$ cat src/common/cache_bus_pkg.sv
/* cache bus package: widths, queue depths, request, return and bus
   structs shared by the cache-to-bus bridge */
package cache_bus_pkg;

  ////////////////////
  // sizes
  ////////////////////
  localparam int unsigned PLEN              = 32;
  localparam int unsigned WORD_WIDTH        = 64;
  localparam int unsigned ICACHE_LINE_WORDS = 4;
  localparam int unsigned DCACHE_LINE_WORDS = 2;
  localparam int unsigned MAX_LINE_WORDS    =
      (ICACHE_LINE_WORDS > DCACHE_LINE_WORDS) ? ICACHE_LINE_WORDS : DCACHE_LINE_WORDS;
  // burst length is beats minus one
  localparam int unsigned BLEN_WIDTH        = $clog2(MAX_LINE_WORDS);
  localparam int unsigned TID_WIDTH         = 2;
  localparam int unsigned REQ_FIFO_DEPTH    = 2;
  localparam int unsigned META_FIFO_DEPTH   = 4;

  localparam logic BUS_ID_ICACHE = 1'b0;
  localparam logic BUS_ID_DCACHE = 1'b1;

  typedef logic [ICACHE_LINE_WORDS-1:0][WORD_WIDTH-1:0] icache_line_t;
  typedef logic [DCACHE_LINE_WORDS-1:0][WORD_WIDTH-1:0] dcache_line_t;

  ////////////////////
  // cache side
  ////////////////////
  typedef struct packed {
    logic [PLEN-1:0]      paddr;
    logic                 nc;
    logic [TID_WIDTH-1:0] tid;
  } icache_req_t;

  typedef struct packed {
    logic [TID_WIDTH-1:0] tid;
    icache_line_t         data;
  } icache_rtrn_t;

  typedef enum logic {
    DCACHE_LOAD_REQ,
    DCACHE_STORE_REQ
  } dcache_req_e;

  // size[2] requests a full line
  typedef struct packed {
    dcache_req_e           rtype;
    logic [PLEN-1:0]       paddr;
    logic [2:0]            size;
    logic [TID_WIDTH-1:0]  tid;
    logic [WORD_WIDTH-1:0] data;
  } dcache_req_t;

  typedef enum logic {
    DCACHE_LOAD_ACK,
    DCACHE_STORE_ACK
  } dcache_rtrn_e;

  typedef struct packed {
    dcache_rtrn_e         rtype;
    logic [TID_WIDTH-1:0] tid;
    dcache_line_t         data;
  } dcache_rtrn_t;

  ////////////////////
  // bus side
  ////////////////////
  typedef struct packed {
    logic [PLEN-1:0]       addr;
    logic [BLEN_WIDTH-1:0] blen;
    logic [1:0]            size;
    logic                  id;
  } bus_rd_req_t;

  typedef struct packed {
    logic [PLEN-1:0]       addr;
    logic [WORD_WIDTH-1:0] data;
    logic [7:0]            be;
    logic [1:0]            size;
    logic                  id;
  } bus_wr_req_t;

  typedef struct packed {
    logic [WORD_WIDTH-1:0] data;
    logic                  id;
    logic                  last;
  } bus_rd_beat_t;

  // 2**size byte lanes starting at the address offset
  function automatic logic [7:0] to_byte_enable8(input logic [2:0] offset,
                                                 input logic [1:0] size);
    logic [8:0] mask;
    mask = (9'd1 << (4'd1 << size)) - 9'd1;
    return mask[7:0] << offset;
  endfunction

endpackage

$ cat src/verilog/id_fifo.sv
/* small register-array FIFO with a fill count, used for requests,
   transaction ids and write responses */
`timescale 1ns/1ns

module id_fifo #(
  parameter int unsigned WIDTH = 2,
  parameter int unsigned DEPTH = 4
) (
  input  logic             clk_i,
  input  logic             rst_ni,
  input  logic             push_i,
  input  logic [WIDTH-1:0] data_i,
  input  logic             pop_i,
  output logic [WIDTH-1:0] data_o,
  output logic             full_o,
  output logic             empty_o
);

  logic [DEPTH-1:0][WIDTH-1:0] mem_q;
  logic [$clog2(DEPTH)-1:0]    wr_ptr_q, rd_ptr_q;
  logic [$clog2(DEPTH+1)-1:0]  cnt_q;
  logic                        do_push, do_pop;

  assign full_o  = (cnt_q == DEPTH);
  assign empty_o = (cnt_q == 0);
  assign do_push = push_i & ~full_o;
  assign do_pop  = pop_i & ~empty_o;
  assign data_o  = mem_q[rd_ptr_q];

  // pointers wrap at DEPTH, so depths other than powers of two work
  always_ff @(posedge clk_i or negedge rst_ni) begin
    if (!rst_ni) begin
      wr_ptr_q <= '0;
      rd_ptr_q <= '0;
      cnt_q    <= '0;
    end else begin
      if (do_push) begin
        wr_ptr_q <= (wr_ptr_q == DEPTH - 1) ? '0 : wr_ptr_q + 1'b1;
      end
      if (do_pop) begin
        rd_ptr_q <= (rd_ptr_q == DEPTH - 1) ? '0 : rd_ptr_q + 1'b1;
      end
      if (do_push && !do_pop) begin
        cnt_q <= cnt_q + 1'b1;
      end else if (do_pop && !do_push) begin
        cnt_q <= cnt_q - 1'b1;
      end
    end
  end

  always_ff @(posedge clk_i) begin
    if (do_push) begin
      mem_q[wr_ptr_q] <= data_i;
    end
  end

endmodule

$ cat src/icache_path/icache_path.sv
/* instruction cache path: request queue, in-order tid tracking and
   assembly of read beats into registered line returns */
`timescale 1ns/1ns

module icache_path import cache_bus_pkg::*; (
  input  logic         clk_i,
  input  logic         rst_ni,
  // cache side
  input  logic         icache_req_i,
  input  icache_req_t  icache_data_i,
  output logic         icache_ack_o,
  output logic         icache_rtrn_vld_o,
  output icache_rtrn_t icache_rtrn_o,
  // arbiter side
  output logic         rd_req_vld_o,
  output bus_rd_req_t  rd_req_o,
  input  logic         gnt_i,
  input  logic         beat_vld_i,
  input  bus_rd_beat_t beat_i
);

  icache_req_t          req_head;
  logic                 req_full, req_empty;
  logic [TID_WIDTH-1:0] tid_head;
  logic                 tid_full;
  logic                 last_beat;
  logic                 first_q;
  logic                 rtrn_vld_q;
  logic [TID_WIDTH-1:0] rtrn_tid_q;
  icache_line_t         line_d, line_q;

  ////////////////////
  // request side
  ////////////////////
  assign icache_ack_o = icache_req_i & ~req_full;

  id_fifo #(
    .WIDTH ($bits(icache_req_t)),
    .DEPTH (REQ_FIFO_DEPTH)
  ) i_req_fifo (
    .clk_i   (clk_i),
    .rst_ni  (rst_ni),
    .push_i  (icache_ack_o),
    .data_i  (icache_data_i),
    .pop_i   (gnt_i),
    .data_o  (req_head),
    .full_o  (req_full),
    .empty_o (req_empty)
  );

  // one tid per granted fill, popped by its last beat
  id_fifo #(
    .WIDTH (TID_WIDTH),
    .DEPTH (META_FIFO_DEPTH)
  ) i_tid_fifo (
    .clk_i   (clk_i),
    .rst_ni  (rst_ni),
    .push_i  (gnt_i),
    .data_i  (req_head.tid),
    .pop_i   (last_beat),
    .data_o  (tid_head),
    .full_o  (tid_full),
    .empty_o ()
  );

  assign rd_req_vld_o = ~req_empty & ~tid_full;

  // fetches are always 64 bit words, the bus id is stamped by the arbiter
  always_comb begin
    rd_req_o      = '0;
    rd_req_o.addr = req_head.paddr;
    rd_req_o.size = 2'b11;
    if (!req_head.nc) begin
      rd_req_o.blen = BLEN_WIDTH'(ICACHE_LINE_WORDS - 1);
    end
  end

  ////////////////////
  // return side
  ////////////////////
  assign last_beat = beat_vld_i & beat_i.last;

  // beats shift in from the top, a single word lands on word 0
  always_comb begin
    line_d = {beat_i.data, line_q[ICACHE_LINE_WORDS-1:1]};
    if (first_q) begin
      line_d[0] = beat_i.data;
    end
  end

  always_ff @(posedge clk_i or negedge rst_ni) begin
    if (!rst_ni) begin
      first_q    <= 1'b1;
      rtrn_vld_q <= 1'b0;
    end else begin
      if (beat_vld_i) begin
        first_q <= beat_i.last;
      end
      rtrn_vld_q <= last_beat;
    end
  end

  always_ff @(posedge clk_i) begin
    if (beat_vld_i) begin
      line_q <= line_d;
    end
    if (last_beat) begin
      rtrn_tid_q <= tid_head;
    end
  end

  assign icache_rtrn_vld_o  = rtrn_vld_q;
  assign icache_rtrn_o.tid  = rtrn_tid_q;
  assign icache_rtrn_o.data = line_q;

endmodule

$ cat src/dcache_path/dcache_path.sv
/* data cache path: request queue, read and write tid tracking, write
   response buffer and load line assembly */
`timescale 1ns/1ns

module dcache_path import cache_bus_pkg::*; (
  input  logic         clk_i,
  input  logic         rst_ni,
  // cache side
  input  logic         dcache_req_i,
  input  dcache_req_t  dcache_data_i,
  output logic         dcache_ack_o,
  output logic         dcache_rtrn_vld_o,
  output dcache_rtrn_t dcache_rtrn_o,
  // arbiter side
  output logic         rd_req_vld_o,
  output bus_rd_req_t  rd_req_o,
  output logic         wr_req_vld_o,
  output bus_wr_req_t  wr_req_o,
  input  logic         gnt_i,
  input  logic         beat_vld_i,
  input  bus_rd_beat_t beat_i,
  // write responses
  input  logic         b_valid_i,
  input  logic         b_id_i,
  output logic         b_ready_o
);

  dcache_req_t          req_head;
  logic                 req_full, req_empty;
  logic                 is_store;
  logic [TID_WIDTH-1:0] rd_tid, wr_tid;
  logic                 rd_tid_full, wr_tid_full;
  logic                 rd_pop, wr_pop;
  logic                 b_full, b_empty, b_pop, b_id;
  logic                 first_q;
  logic                 rtrn_vld_d, rtrn_vld_q;
  dcache_rtrn_e         rtrn_type_d, rtrn_type_q;
  logic [TID_WIDTH-1:0] rtrn_tid_d, rtrn_tid_q;
  dcache_line_t         line_d, line_q;

  ////////////////////
  // request side
  ////////////////////
  assign dcache_ack_o = dcache_req_i & ~req_full;
  assign is_store     = (req_head.rtype == DCACHE_STORE_REQ);

  id_fifo #(
    .WIDTH ($bits(dcache_req_t)),
    .DEPTH (REQ_FIFO_DEPTH)
  ) i_req_fifo (
    .clk_i   (clk_i),
    .rst_ni  (rst_ni),
    .push_i  (dcache_ack_o),
    .data_i  (dcache_data_i),
    .pop_i   (gnt_i),
    .data_o  (req_head),
    .full_o  (req_full),
    .empty_o (req_empty)
  );

  // loads and stores complete independently, so each keeps its own order
  id_fifo #(
    .WIDTH (TID_WIDTH),
    .DEPTH (META_FIFO_DEPTH)
  ) i_rd_tid_fifo (
    .clk_i   (clk_i),
    .rst_ni  (rst_ni),
    .push_i  (gnt_i & ~is_store),
    .data_i  (req_head.tid),
    .pop_i   (rd_pop),
    .data_o  (rd_tid),
    .full_o  (rd_tid_full),
    .empty_o ()
  );

  id_fifo #(
    .WIDTH (TID_WIDTH),
    .DEPTH (META_FIFO_DEPTH)
  ) i_wr_tid_fifo (
    .clk_i   (clk_i),
    .rst_ni  (rst_ni),
    .push_i  (gnt_i & is_store),
    .data_i  (req_head.tid),
    .pop_i   (wr_pop),
    .data_o  (wr_tid),
    .full_o  (wr_tid_full),
    .empty_o ()
  );

  assign rd_req_vld_o = ~req_empty & ~is_store & ~rd_tid_full;
  assign wr_req_vld_o = ~req_empty & is_store & ~wr_tid_full;

  // bus ids are left zero here and stamped by the arbiter
  always_comb begin
    rd_req_o      = '0;
    rd_req_o.addr = req_head.paddr;
    rd_req_o.size = req_head.size[1:0];
    if (req_head.size[2]) begin
      rd_req_o.blen = BLEN_WIDTH'(DCACHE_LINE_WORDS - 1);
    end
    wr_req_o      = '0;
    wr_req_o.addr = req_head.paddr;
    wr_req_o.data = req_head.data;
    wr_req_o.size = req_head.size[1:0];
    wr_req_o.be   = to_byte_enable8(req_head.paddr[2:0], req_head.size[1:0]);
  end

  ////////////////////
  // return side
  ////////////////////
  assign b_ready_o = ~b_full;

  id_fifo #(
    .WIDTH (1),
    .DEPTH (META_FIFO_DEPTH)
  ) i_b_fifo (
    .clk_i   (clk_i),
    .rst_ni  (rst_ni),
    .push_i  (b_valid_i),
    .data_i  (b_id_i),
    .pop_i   (b_pop),
    .data_o  (b_id),
    .full_o  (b_full),
    .empty_o (b_empty)
  );

  // read beats win, a buffered write response goes out on a free cycle
  always_comb begin
    line_d      = {beat_i.data, line_q[DCACHE_LINE_WORDS-1:1]};
    rd_pop      = 1'b0;
    wr_pop      = 1'b0;
    b_pop       = 1'b0;
    rtrn_vld_d  = 1'b0;
    rtrn_type_d = DCACHE_LOAD_ACK;
    rtrn_tid_d  = rd_tid;
    if (first_q) begin
      line_d[0] = beat_i.data;
    end
    if (beat_vld_i) begin
      rd_pop     = beat_i.last;
      rtrn_vld_d = beat_i.last;
    end else if (!b_empty) begin
      b_pop = 1'b1;
      // a response carrying a foreign id is dropped
      if (b_id == BUS_ID_DCACHE) begin
        wr_pop      = 1'b1;
        rtrn_vld_d  = 1'b1;
        rtrn_type_d = DCACHE_STORE_ACK;
        rtrn_tid_d  = wr_tid;
      end
    end
  end

  always_ff @(posedge clk_i or negedge rst_ni) begin
    if (!rst_ni) begin
      first_q    <= 1'b1;
      rtrn_vld_q <= 1'b0;
    end else begin
      if (beat_vld_i) begin
        first_q <= beat_i.last;
      end
      rtrn_vld_q <= rtrn_vld_d;
    end
  end

  always_ff @(posedge clk_i) begin
    if (beat_vld_i) begin
      line_q <= line_d;
    end
    if (rtrn_vld_d) begin
      rtrn_type_q <= rtrn_type_d;
      rtrn_tid_q  <= rtrn_tid_d;
    end
  end

  assign dcache_rtrn_vld_o   = rtrn_vld_q;
  assign dcache_rtrn_o.rtype = rtrn_type_q;
  assign dcache_rtrn_o.tid   = rtrn_tid_q;
  assign dcache_rtrn_o.data  = line_q;

endmodule

$ cat src/verilog/bus_arbiter.sv
/* round-robin bus arbiter that locks its choice until the grant and
   routes read beats back by bus id */
`timescale 1ns/1ns

module bus_arbiter import cache_bus_pkg::*; (
  input  logic         clk_i,
  input  logic         rst_ni,
  // path requests
  input  logic         ic_rd_vld_i,
  input  bus_rd_req_t  ic_rd_i,
  input  logic         dc_rd_vld_i,
  input  bus_rd_req_t  dc_rd_i,
  input  logic         dc_wr_vld_i,
  input  bus_wr_req_t  dc_wr_i,
  output logic         ic_gnt_o,
  output logic         dc_gnt_o,
  // beats back to the paths
  output logic         ic_beat_vld_o,
  output logic         dc_beat_vld_o,
  output bus_rd_beat_t beat_o,
  // bus
  output logic         bus_rd_req_o,
  output bus_rd_req_t  bus_rd_o,
  input  logic         bus_rd_gnt_i,
  output logic         bus_wr_req_o,
  output bus_wr_req_t  bus_wr_o,
  input  logic         bus_wr_gnt_i,
  input  logic         bus_rd_valid_i,
  input  bus_rd_beat_t bus_rd_beat_i
);

  logic ic_req, dc_req;
  logic sel, gnt;
  // prio_q points at the preferred path, and at the held path while locked
  logic lock_q, prio_q;

  assign ic_req = ic_rd_vld_i;
  assign dc_req = dc_rd_vld_i | dc_wr_vld_i;

  ////////////////////
  // selection
  ////////////////////
  // sel high picks the dcache path
  assign sel = (lock_q || (ic_req && dc_req)) ? prio_q : dc_req;

  always_ff @(posedge clk_i or negedge rst_ni) begin
    if (!rst_ni) begin
      lock_q <= 1'b0;
      prio_q <= 1'b0;
    end else if (gnt) begin
      lock_q <= 1'b0;
      prio_q <= ~sel;
    end else if (ic_req || dc_req) begin
      lock_q <= 1'b1;
      prio_q <= sel;
    end
  end

  ////////////////////
  // bus drive
  ////////////////////
  assign bus_rd_req_o = sel ? dc_rd_vld_i : ic_rd_vld_i;
  assign bus_wr_req_o = sel & dc_wr_vld_i;

  always_comb begin
    bus_rd_o    = sel ? dc_rd_i : ic_rd_i;
    bus_rd_o.id = sel ? BUS_ID_DCACHE : BUS_ID_ICACHE;
    bus_wr_o    = dc_wr_i;
    bus_wr_o.id = BUS_ID_DCACHE;
  end

  assign gnt      = (bus_rd_req_o & bus_rd_gnt_i) | (bus_wr_req_o & bus_wr_gnt_i);
  assign ic_gnt_o = gnt & ~sel;
  assign dc_gnt_o = gnt & sel;

  ////////////////////
  // beat routing
  ////////////////////
  assign beat_o        = bus_rd_beat_i;
  assign ic_beat_vld_o = bus_rd_valid_i & (bus_rd_beat_i.id == BUS_ID_ICACHE);
  assign dc_beat_vld_o = bus_rd_valid_i & (bus_rd_beat_i.id == BUS_ID_DCACHE);

endmodule

$ cat src/verilog/cache_bus_adapter.sv
/* cache bus adapter: joins the instruction and data cache paths to one
   split read/write memory bus through the arbiter */
`timescale 1ns/1ns

module cache_bus_adapter import cache_bus_pkg::*; (
  input  logic         clk_i,
  input  logic         rst_ni,
  // instruction cache
  input  logic         icache_req_i,
  input  icache_req_t  icache_data_i,
  output logic         icache_ack_o,
  output logic         icache_rtrn_vld_o,
  output icache_rtrn_t icache_rtrn_o,
  // data cache
  input  logic         dcache_req_i,
  input  dcache_req_t  dcache_data_i,
  output logic         dcache_ack_o,
  output logic         dcache_rtrn_vld_o,
  output dcache_rtrn_t dcache_rtrn_o,
  // memory bus
  output logic         bus_rd_req_o,
  output bus_rd_req_t  bus_rd_o,
  input  logic         bus_rd_gnt_i,
  output logic         bus_wr_req_o,
  output bus_wr_req_t  bus_wr_o,
  input  logic         bus_wr_gnt_i,
  input  logic         bus_rd_valid_i,
  input  bus_rd_beat_t bus_rd_beat_i,
  input  logic         bus_b_valid_i,
  input  logic         bus_b_id_i,
  output logic         bus_b_ready_o
);

  logic         ic_rd_vld, dc_rd_vld, dc_wr_vld;
  bus_rd_req_t  ic_rd, dc_rd;
  bus_wr_req_t  dc_wr;
  logic         ic_gnt, dc_gnt;
  logic         ic_beat_vld, dc_beat_vld;
  bus_rd_beat_t beat;

  icache_path i_icache_path (
    .clk_i             (clk_i),
    .rst_ni            (rst_ni),
    .icache_req_i      (icache_req_i),
    .icache_data_i     (icache_data_i),
    .icache_ack_o      (icache_ack_o),
    .icache_rtrn_vld_o (icache_rtrn_vld_o),
    .icache_rtrn_o     (icache_rtrn_o),
    .rd_req_vld_o      (ic_rd_vld),
    .rd_req_o          (ic_rd),
    .gnt_i             (ic_gnt),
    .beat_vld_i        (ic_beat_vld),
    .beat_i            (beat)
  );

  dcache_path i_dcache_path (
    .clk_i             (clk_i),
    .rst_ni            (rst_ni),
    .dcache_req_i      (dcache_req_i),
    .dcache_data_i     (dcache_data_i),
    .dcache_ack_o      (dcache_ack_o),
    .dcache_rtrn_vld_o (dcache_rtrn_vld_o),
    .dcache_rtrn_o     (dcache_rtrn_o),
    .rd_req_vld_o      (dc_rd_vld),
    .rd_req_o          (dc_rd),
    .wr_req_vld_o      (dc_wr_vld),
    .wr_req_o          (dc_wr),
    .gnt_i             (dc_gnt),
    .beat_vld_i        (dc_beat_vld),
    .beat_i            (beat),
    .b_valid_i         (bus_b_valid_i),
    .b_id_i            (bus_b_id_i),
    .b_ready_o         (bus_b_ready_o)
  );

  bus_arbiter i_bus_arbiter (
    .clk_i          (clk_i),
    .rst_ni         (rst_ni),
    .ic_rd_vld_i    (ic_rd_vld),
    .ic_rd_i        (ic_rd),
    .dc_rd_vld_i    (dc_rd_vld),
    .dc_rd_i        (dc_rd),
    .dc_wr_vld_i    (dc_wr_vld),
    .dc_wr_i        (dc_wr),
    .ic_gnt_o       (ic_gnt),
    .dc_gnt_o       (dc_gnt),
    .ic_beat_vld_o  (ic_beat_vld),
    .dc_beat_vld_o  (dc_beat_vld),
    .beat_o         (beat),
    .bus_rd_req_o   (bus_rd_req_o),
    .bus_rd_o       (bus_rd_o),
    .bus_rd_gnt_i   (bus_rd_gnt_i),
    .bus_wr_req_o   (bus_wr_req_o),
    .bus_wr_o       (bus_wr_o),
    .bus_wr_gnt_i   (bus_wr_gnt_i),
    .bus_rd_valid_i (bus_rd_valid_i),
    .bus_rd_beat_i  (bus_rd_beat_i)
  );

endmodule

$ cat config.mk
export PLATFORM = sky130hd
export DESIGN_NAME = cache_bus_adapter
export DESIGN_NICKNAME = d
export VERILOG_FILES = /design/src/common/cache_bus_pkg.sv /design/src/verilog/id_fifo.sv /design/src/icache_path/icache_path.sv /design/src/dcache_path/dcache_path.sv /design/src/verilog/bus_arbiter.sv /design/src/verilog/cache_bus_adapter.sv
export SDC_FILE = /design/constraint.sdc
export NUM_CORES = 1
export LEC_CHECK = 0
export ABC_AREA = 1
export BUFFER_PORTS_ARGS = -buffer_cell sky130_fd_sc_hd__buf_4
export CAP_MARGIN = 20
export CORE_AREA = 2 2 293 295
export CTS_CLUSTER_DIAMETER = 150
export DETAILED_ROUTE_END_ITERATION = 10
export DIE_AREA = 0 0 295 297
export HOLD_SLACK_MARGIN = 0.03
export PLACE_DENSITY = 0.56
export SYNTH_ARGS = -nofsm -noshare
export SYNTH_HDL_FRONTEND = slang
export SYNTH_SLANG_ARGS = --single-unit
$ cat constraint.sdc
create_clock -name clk_i -period 16.8 [get_ports clk_i]
set_input_delay 2.52 -clock clk_i [delete_from_list [all_inputs] [get_ports clk_i]]
set_output_delay 2.52 -clock clk_i [all_outputs]
set_load 0.03 [all_outputs]
; ---- Word-level counts from Yosys, hierarchy flattened
; Cells that the tools add are included.
[totals]
inputBits = 212
register_bits = 733
elab_cells = 281
[op_classes]
muxes = 76
reduce_logical = 46
shift = 3
eq_ne = 14
magnitude_cmp = 18
bitwise_logic = 46
addsub = 25
[op_table]
columns = operator, count
row1 = 102-bit two-way mux, 3
row2 = 204-bit bitwise mux, 1
row3 = 64-bit two-way mux, 2
row4 = 35-bit two-way mux, 3
row5 = 102-bit demux with 1-bit select, 1
row6 = 70-bit bitwise mux, 1
row7 = 2-bit two-way mux, 22
row8 = 37-bit two-way mux, 1
row9 = 35-bit demux with 1-bit select, 1
row10 = 1-bit bitwise AND, 29
row11 = 8-bit bitwise mux, 3
row12 = "2-bit by 3-bit less-than comparator with 1-bit output, second input constant", 8
row13 = 3-bit two-way mux, 8
row14 = 1-bit two-way mux, 21
row15 = "2-bit by 1-bit adder with 2-bit output, second input constant", 10
row16 = "2-bit equality test, second input constant", 10
row17 = 1-bit logical AND, 19
row18 = 1-bit NOT, 15
row19 = 2-bit nonzero test, 7
row20 = "3-bit by 1-bit adder with 3-bit output, second input constant", 4
row21 = 2-bit binary-select mux with 2-bit select, 3
row22 = 2-bit demux with 2-bit select, 3
row23 = "3-bit equality test, second input constant", 4
row24 = 1-bit zero test, 12
row25 = 17 further kinds, 37

; ---- Longest topological paths before layout
; Gate-level depths: netlist of run 1.
[depth]
depth_word = 19
depth_mapped = 19

; ---- Hierarchy
; A second synthesis of run 1 with hierarchy kept.
[unflattened]
hier_cells = 2466
hier_area_um2 = 30566.8
[by_module_without_submodules]
columns = module, n_inst, cells_each, area_per_inst_um2, seq_area_each_um2
row1 = icache_path, 1, 609, 9654.3, 7798.7
row2 = id_fifo (i_dcache_path.i_req_fifo), 1, 565, 7688.6, 6226.0
row3 = dcache_path, 1, 434, 5385.2, 3985.1
row4 = id_fifo (i_icache_path.i_req_fifo), 1, 214, 2791.4, 2202.1
row5 = id_fifo (i_dcache_path.i_rd_tid_fifo ...), 3, 84, 797.0, 415.4
row6 = bus_arbiter, 1, 320, 2018.2, 50.0
row7 = id_fifo (i_dcache_path.i_b_fifo), 1, 72, 638.1, 295.3

; ---- Worst setup path after synthesis of run 1
; No wires, ideal clock.
[synth_timing]
path_type = input to register
start = in bus_rd_valid_i
end = reg i_icache_path.i_tid_fifo.cnt_q[1]
cell_stages = 9
setup_slack_ps = 1401
t_arrival_ps = 15274
required_ps = 16675
cell_sequence = inv_1 -> nor2_1 -> nand2_1 -> inv_1 -> o31ai_1 -> ha_1 -> inv_1 -> fa_1 -> mux2_2
[synth_between]
elab_chain_len = 6
word_cells_on_any_way = 8
classes_between = mux: 1 / bitwise: 3 / reduce/logical: 4
[synth_rtl]
columns = element, line_no
row1 = "start, declared", cache_bus_adapter.sv:27  ; input logic bus_rd_valid_i,
row2 = 1-bit bitwise AND (*), bus_arbiter.sv:80  ; assign ic_beat_vld_o = bus_rd_valid_i & (bus_rd_beat_i.id == BUS_ID_ICACHE);
row3 = named net i_bus_arbiter.ic_beat_vld_o, bus_arbiter.sv:18  ; output logic ic_beat_vld_o,
row4 = 1-bit bitwise AND (*), icache_path.sv:81  ; assign last_beat = beat_vld_i & beat_i.last;
row5 = named net i_icache_path.i_tid_fifo.pop_i, id_fifo.sv:13  ; input logic pop_i,
row6 = 1-bit bitwise AND (*), id_fifo.sv:27  ; assign do_pop = pop_i & ~empty_o;
row7 = 1-bit zero test, id_fifo.sv:43  ; if (do_push && !do_pop) begin
row8 = 1-bit logical AND, id_fifo.sv:43
row9 = 3-bit two-way mux or 2-bit nonzero test (tied branches), --
row10 = "end signal, assigned", id_fifo.sv:44  ; cnt_q <= cnt_q + 1'b1;
row11 = "end signal, assigned", id_fifo.sv:46  ; cnt_q <= cnt_q - 1'b1;
row12 = "end, declared", id_fifo.sv:21  ; logic [$clog2(DEPTH+1)-1:0] cnt_q;
; Mark *: on every way through the listed nets, which the timed path passes. The rest lies on a longest branch.
; A chain may end at the register's enable or synchronous reset.

==> flow_summary.json, run 1 <==
{
  "synth-adder-area-share_pct": 1.54,
  "rr_worst_depth": 16,
  "fmax_ghz": 0.153,
  "die-area_sq_um": 87600,
  "num_io_pins": 752,
  "grt_antenna_before_repair": 2,
  "hold_viol_final": 0,
  "synth_compound_area_share_pct": 2.00,
  "rows": 107,
  "via_per_inst": 4.49,
  "synth_top_family_by_area": "simple AND/OR/NAND/NOR gates",
  "worstHoldStart": "i_icache_path.icache_rtrn_o[215]",
  "leakagePower_nw": 15.2,
  "holdBufCountCts": 0,
  "netlist_instances": 2064,
  "worstSetupEndpointType": "output pin",
  "grt_max_degree": 158,
  "vias": 17700,
  "fin_area_sq_um": 36800,
  "seqPwrFrac_pct": 38.3,
  "cts_setup_buffers": 0,
  "min_path_type": "flop to flop",
  "drtPass1Iterations": 5,
  "coreArea_sq_um": 84500,
  "fp.dieW_um": 295,
  "critPathMaxFanout": 60,
  "syn_area_sq_um": 28000,
  "dp_cells": 3782,
  "crit_path_max_incr_delay_ps": 850,
  "crit_type": "flop to output pin",
  "fin_tns_setup_ps": 0,
  "grt_overflow": 0,
  "synth.ff_latch_count": 733,
  "outcome": "finished clean",
  "rsz0062_at_grt": "false",
  "yosys_warnings": 0,
  "grt_pass1_vias": 18000,
  "drv_slew": 0,
  "slew_headroom_pct": 32.9,
  "avgSynthCellArea_sq_um": 13.6,
  "multi_input_area_sq_um": 4720,
  "cts_inserted_buffers": 82,
  "tritoncts": "yes",
  "worstPathCellList": "clkinv_2 > nand2_1 > nand2_1 > nand3_2 > nand3_2 > nand2_2 > buf_12 > nor2_1 > a31oi_1 > buf_4",
  "period_share_pct": 38.8,
  "gp_congestion": 0.882,
  "required_ps": 14280,
  "worstReg2RegEnd": "i_dcache_path.i_wr_tid_fifo.cnt_q[1]",
  "min_path_cells": 0,
  "clk_path_buf_depth": 3,
  "r2r-start": "i_dcache_path.i_req_fifo.rd_ptr_q",
  "internal_power_mw": 4.08,
  "final_cell_mix": "nand2_1 (801), buf_4 (766), edfxtp_1 (691)",
  "dpl_worst_slack_ps": 10830,
  "synth-xor-area-share_pct": 0.438,
  "start_util_pct": 33.2,
  "drcViolationCount": 0,
  "grt_use_total_pct": 18.5,
  "die_y_um": 297,
  "vdd_drop_max_uv": 174,
  "drt_wl_total_um": 83500,
  "fin_crit_ps": 6520,
  "layout_commonest_cell": "nand2_1",
  "clkTransAtPathRegs_ps": 60,
  "synth.mux.area_fraction_pct": 0.161,
  "setup_slack_ps": 10280,
  "antennaDiodeCount": 0,
  "pwr-share-comb_pct": 33.5,
  "syn_to_final_growth_pct": 31.4,
  "layoutNonFillerInstCount": 3934,
  "drive_above_1_share_pct": 32.8,
  "seq_area_sq_um": 21800,
  "cts.sinks": 733,
  "worstPathArrival_ps": 4000,
  "cts_resized": 0,
  "clkLatencyLatePin_ps": 640,
  "setup_viol": 0,
  "netSwitchingFraction_pct": 36.8,
  "cp-start-kind": "flop",
  "drtIter0Drc": 1154,
  "postRouteAntennaNets": 0,
  "pwr-share-clk_pct": 28.3,
  "seq_area_frac_synth_pct": 77.8,
  "drv_cap": 0,
  "postPlaceCellArea_sq_um": 34100,
  "skew_ps": 29.0,
  "synth-simple-area-share_pct": 12.6,
  "reg2reg_setup_slack_ps": 12070,
  "cts-root-buf": "clkbuf_16",
  "ys_types": 37,
  "grt_pass1_wl_um": 120000,
  "fin_nets": 2966,
  "hold_end": "i_icache_path.icache_rtrn_o[151]",
  "synthesis.nets": 2308,
  "fill_cells": 7710,
  "wl_per_cell_um": 21.2,
  "h-tree-depth": 3,
  "p_per_area_nw_per_um2": 175,
  "io_buffers": 750,
  "worst_pin_slew_ps": 1010,
  "p_sw_mw": 2.37,
  "dp_hpwl_um": 59800,
  "slowest_stage": "dfrtp_4"
}
logic make-up after synthesis:
family,Yosys count
AOI/OAI and AO/OA,95
xor gates and xnor gates,14
DFF,733
other,1
and+or+nand+nor,922
muxes,4
buffers and inverters,263
adders and majority gates,32
critical path, delay by kind of cell (launching register included):
| kind | cells | cell delay [ps] |
|---|---|---|
| flip-flops | 1 | 850 |
| AO/OA/AOI/OAI | 1 | 230 |
| buffers and inverters | 3 | 1270 |
| AND/OR/NAND/NOR | 6 | 920 |
routing by layer:
layer / track usage (%) / vias up / wire length, um
met5: 0 / - / 24
met3: 7.60 / 116 / 9160
met4: 5.42 / 4 / 1970
li1: - / 8225 / -
met1: 19.7 / 8592 / 29700
met2: 33.0 / 726 / 42700
layout make-up:
| class | count | area share (%) |
|---|---|---|
| flip-flops and latches | 733 | 59.3 |
| repair buffers | 770 | 15.9 |
| multi-input cells | 1068 | 12.8 |
| clock buffers | 102 | 5.89 |
| well taps | 1144 | 3.89 |
| clock inverters | 50 | 1.57 |
| inverters | 67 | 0.700 |
flip-flops by register name (all words and copies together), names as in the netlist, 3 cells and up:
register / flops
i_icache_path.i_tid_fifo.mem_q: 8
i_icache_path.i_tid_fifo.cnt_q: 3
i_dcache_path.i_rd_tid_fifo.cnt_q: 3
i_dcache_path.i_b_fifo.mem_q: 4
i_dcache_path.i_wr_tid_fifo.mem_q: 8
i_dcache_path.i_req_fifo.mem_q: 204
i_dcache_path.dcache_rtrn_o: 128
i_icache_path.i_req_fifo.mem_q: 70
i_dcache_path.i_wr_tid_fifo.cnt_q: 3
i_dcache_path.i_rd_tid_fifo.mem_q: 8
i_dcache_path.i_b_fifo.cnt_q: 3
i_icache_path.icache_rtrn_o: 256
power by group through the flow:
stage	registers (mW)	logic, mW	clock network [mW]
after floorplan	2.55	1.30	0
after global placement	2.50	2.13	0
after detailed placement	2.51	2.18	0
after CTS	2.47	2.19	1.87
after global routing	2.50	2.32	1.94
final	2.47	2.16	1.83
worst max-delay path by stage:
stage                                       from                                end  slack, ps
4_1_cts        i_dcache_path.i_req_fifo.rd_ptr_q                        bus_rd_o[9]      10140
3_5_place_dp   i_dcache_path.i_req_fifo.rd_ptr_q                        bus_rd_o[9]      10830
5_1_grt        i_dcache_path.i_req_fifo.rd_ptr_q                        bus_rd_o[9]       9930
2_1_floorplan                     bus_rd_valid_i  i_icache_path.i_tid_fifo.cnt_q[1]       1400
6_report       i_dcache_path.i_req_fifo.rd_ptr_q                        bus_rd_o[9]      10280
3_3_place_gp   i_dcache_path.i_req_fifo.rd_ptr_q                        bus_rd_o[3]      10120
metrics by stage:
step / power (mW) / hold slack (ps) / util (%)
floorplan: 3.86 / 428 / -
global placement: 4.62 / 429 / 40.2
detailed placement: 4.68 / 433 / 40.3
CTS: 6.53 / 442 / 43.6
global route: 6.77 / 454 / 43.6
finish: 6.45 / 438 / 43.6
synth_stat cells (all sizes together):
master  instances  area (sq um)
a31oi          32           200
o32ai           4          35.0
mux2            4          45.0
o21bai          1          7.51
o22ai           2          12.5
and2            1          6.26
xor2            5          43.8
clkinv          1          3.75
nand3          15          90.1
inv            66           248
or2             3          18.8
xnor2           9          78.8
ha             28           350
edfxtp        691         20700
a21oi          14          81.3
dfstp           2          52.6
a22oi           2          15.0
nor3            2          10.0
clkbuf         33           124
o21ai          37           185
buf           163          1160
conb            1          3.75
fa              4          80.1
o31ai           3          22.5
nor2           96           363
nand2         805          3030
dfrtp          40          1000
Power figures use the tool's default switching activity.
==> inputs of run 2 (changes only) <==
- CORE_AREA: 2 2 293 295 -> 2 2 295 297
- DIE_AREA: 0 0 295 297 -> 0 0 297 299
- PLACE_DENSITY: 0.56 -> 0.55
- clock period: 16.8 -> 6.3 ns (I/O delays scaled with it)
==> flow_summary.json, run 2 (synthesis gave the netlist of run 1 again) <==
{
  "required_ps": 5350,
  "skew_ps": 16.7,
  "clk_path_buf_depth": 3,
  "holdBufCountCts": 0,
  "grt_max_degree": 97,
  "rr_worst_depth": 17,
  "cts_resized": 0,
  "leakagePower_nw": 15.1,
  "vdd_drop_max_uv": 486,
  "worstSetupEndpointType": "output pin",
  "fin_util_pct": 42.6,
  "drive_above_1_share_pct": 32.7,
  "cp-start-kind": "flop",
  "h-tree-depth": 3,
  "drtPass1Iterations": 5,
  "fmax_ghz": 0.203,
  "layout_commonest_cell": "nand2_1",
  "hold_slack_ps": 325,
  "syn_to_final_growth_pct": 30.5,
  "fp.dieW_um": 297,
  "largest_register_ffs": 256,
  "postPlaceCellArea_sq_um": 34000,
  "layoutNonFillerInstCount": 3939,
  "die_y_um": 299,
  "clkLatencyLatePin_ps": 620,
  "grt_pass1_vias": 18000,
  "grt_overflow": 0,
  "fin_crit_ps": 4920,
  "dp_hpwl_um": 57300,
  "cts-root-buf": "clkbuf_16",
  "worstPathCellList": "clkinv_2 > nand2_1 > nand2_1 > nand3_2 > nand3_2 > nand2_2 > buf_4 > nor2_1 > a31oi_1 > buf_4",
  "dp_cells": 3794,
  "postRouteAntennaNets": 0,
  "setup_slack_ps": 1380,
  "rsz0062_at_grt": "false",
  "grt_use_total_pct": 17.7,
  "drcViolationCount": 0,
  "drv_cap": 0,
  "min_path_type": "input pin to async pin",
  "worst-path-stages": 10,
  "io_buffers": 750,
  "cts.sinks": 733,
  "drtIter0Drc": 1309,
  "drt_wl_total_um": 81200,
  "die-area_sq_um": 88800,
  "gp_congestion": 0.851,
  "crit_type": "flop to output pin",
  "via_per_inst": 4.49,
  "grt_antenna_before_repair": 5,
  "reg2reg_setup_slack_ps": 1800,
  "clkTransAtPathRegs_ps": 60,
  "worstReg2RegEnd": "i_dcache_path.i_rd_tid_fifo.cnt_q[1]",
  "setup_viol": 0,
  "crit_path_max_incr_delay_ps": 710,
  "r2r-start": "i_dcache_path.i_req_fifo.rd_ptr_q",
  "startpoint": "i_dcache_path.i_req_fifo.rd_ptr_q",
  "outcome": "finished clean",
  "rows": 108,
  "grt_pass1_wl_um": 117000,
  "cts_inserted_buffers": 82,
  "fin_nets": 2968,
  "cts_setup_buffers": 0,
  "wl_per_cell_um": 20.6,
  "worstPathArrival_ps": 3980,
  "period_share_pct": 78.1,
  "coreArea_sq_um": 85900,
  "final_cell_mix": "nand2_1 (801), buf_4 (769), edfxtp_1 (691)",
  "dpl_worst_slack_ps": 1760,
  "hold_viol_final": 0,
  "p_per_area_nw_per_um2": 459,
  "vias": 17700,
  "drv_slew": 0,
  "worst_pin_slew_ps": 1060,
  "path_buf_inv": 3,
  "crit_family": "buffers and inverters",
  "start_util_pct": 32.6,
  "slew_headroom_pct": 29.1,
  "fin_area_sq_um": 36600,
  "tritoncts": "yes",
  "critPathMaxFanout": 67,
  "slowest_stage": "dfrtp_4",
  "num_io_pins": 752,
  "endpoint": "bus_rd_o[25]"
}
run 2: cell types whose count changed in the layout (fill, tap and decap cells not counted), sizes merged:
cell,delta
buf,+2
bufinv,-7
clkbuf,+6
clkinv,-10
clkinvlp,+3
diode,+2
inv,-2
run 2: worst min-delay path by stage:
stage	cells past startpoint	from	end
after floorplan	0	i_icache_path.icache_rtrn_o[164]	i_icache_path.icache_rtrn_o[100]
final	1	rst_ni	i_dcache_path.i_b_fifo.rd_ptr_q[0]
after detailed placement	0	i_icache_path.icache_rtrn_o[225]	i_icache_path.icache_rtrn_o[161]
after global routing	1	rst_ni	i_dcache_path.i_b_fifo.rd_ptr_q[0]
after CTS	1	rst_ni	i_dcache_path.i_b_fifo.rd_ptr_q[0]
after global placement	0	i_icache_path.icache_rtrn_o[158]	i_icache_path.icache_rtrn_o[94]
run 2: area by class of cell:
class | count | area [sq um]
timing repair buffer | 772 | 5840
antenna | 2 | 5.00
clock inverter | 34 | 300
fill | 8058 | 49400
multi-input combinational | 1068 | 4720
sequential | 733 | 21800
tap | 1155 | 1450
inverter | 67 | 258
clock buffer | 108 | 2200
run 2: report_power, final:
group	switching [mW]	internal (mW)
registers	0.339	6.21
logic	3.99	1.77
clock network	1.90	2.59
total	6.23	10.6
run 2: routing by layer:
metal	track usage [%]	wire length, um	part of all wire, %	up-vias
li1	-	-	-	8223
met1	20.1	30500	38	8603
met2	30.3	40500	50	752
met3	6.33	7630	9.4	122
met4	7.18	2580	3.2	4
met5	0	29	0.036	-
run 2: metrics by stage:
stage / TNS, ps / power [mW]
final: 0 / 16.8
after global routing: 0 / 17.6
after CTS: 0 / 17.0
after detailed placement: 0 / 12.5
after global placement: 0 / 12.3
after floorplan: -57.0 / 10.3
run 2: worst reg2reg max path, cell delays in order, from the launching register on:
cell and delay, ps:
dfrtp_4 710, clkinv_2 680, nand2_1 220, nand2_1 100, nand3_2 100, nand3_2 100, nand2_2 90, buf_4 550
nand2_2 100, nand3_1 100, nand2_1 90, ha_1 230, nand3_1 190, inv_1 120, ha_1 210, inv_1 90
fa_1 410, mux2_2 270
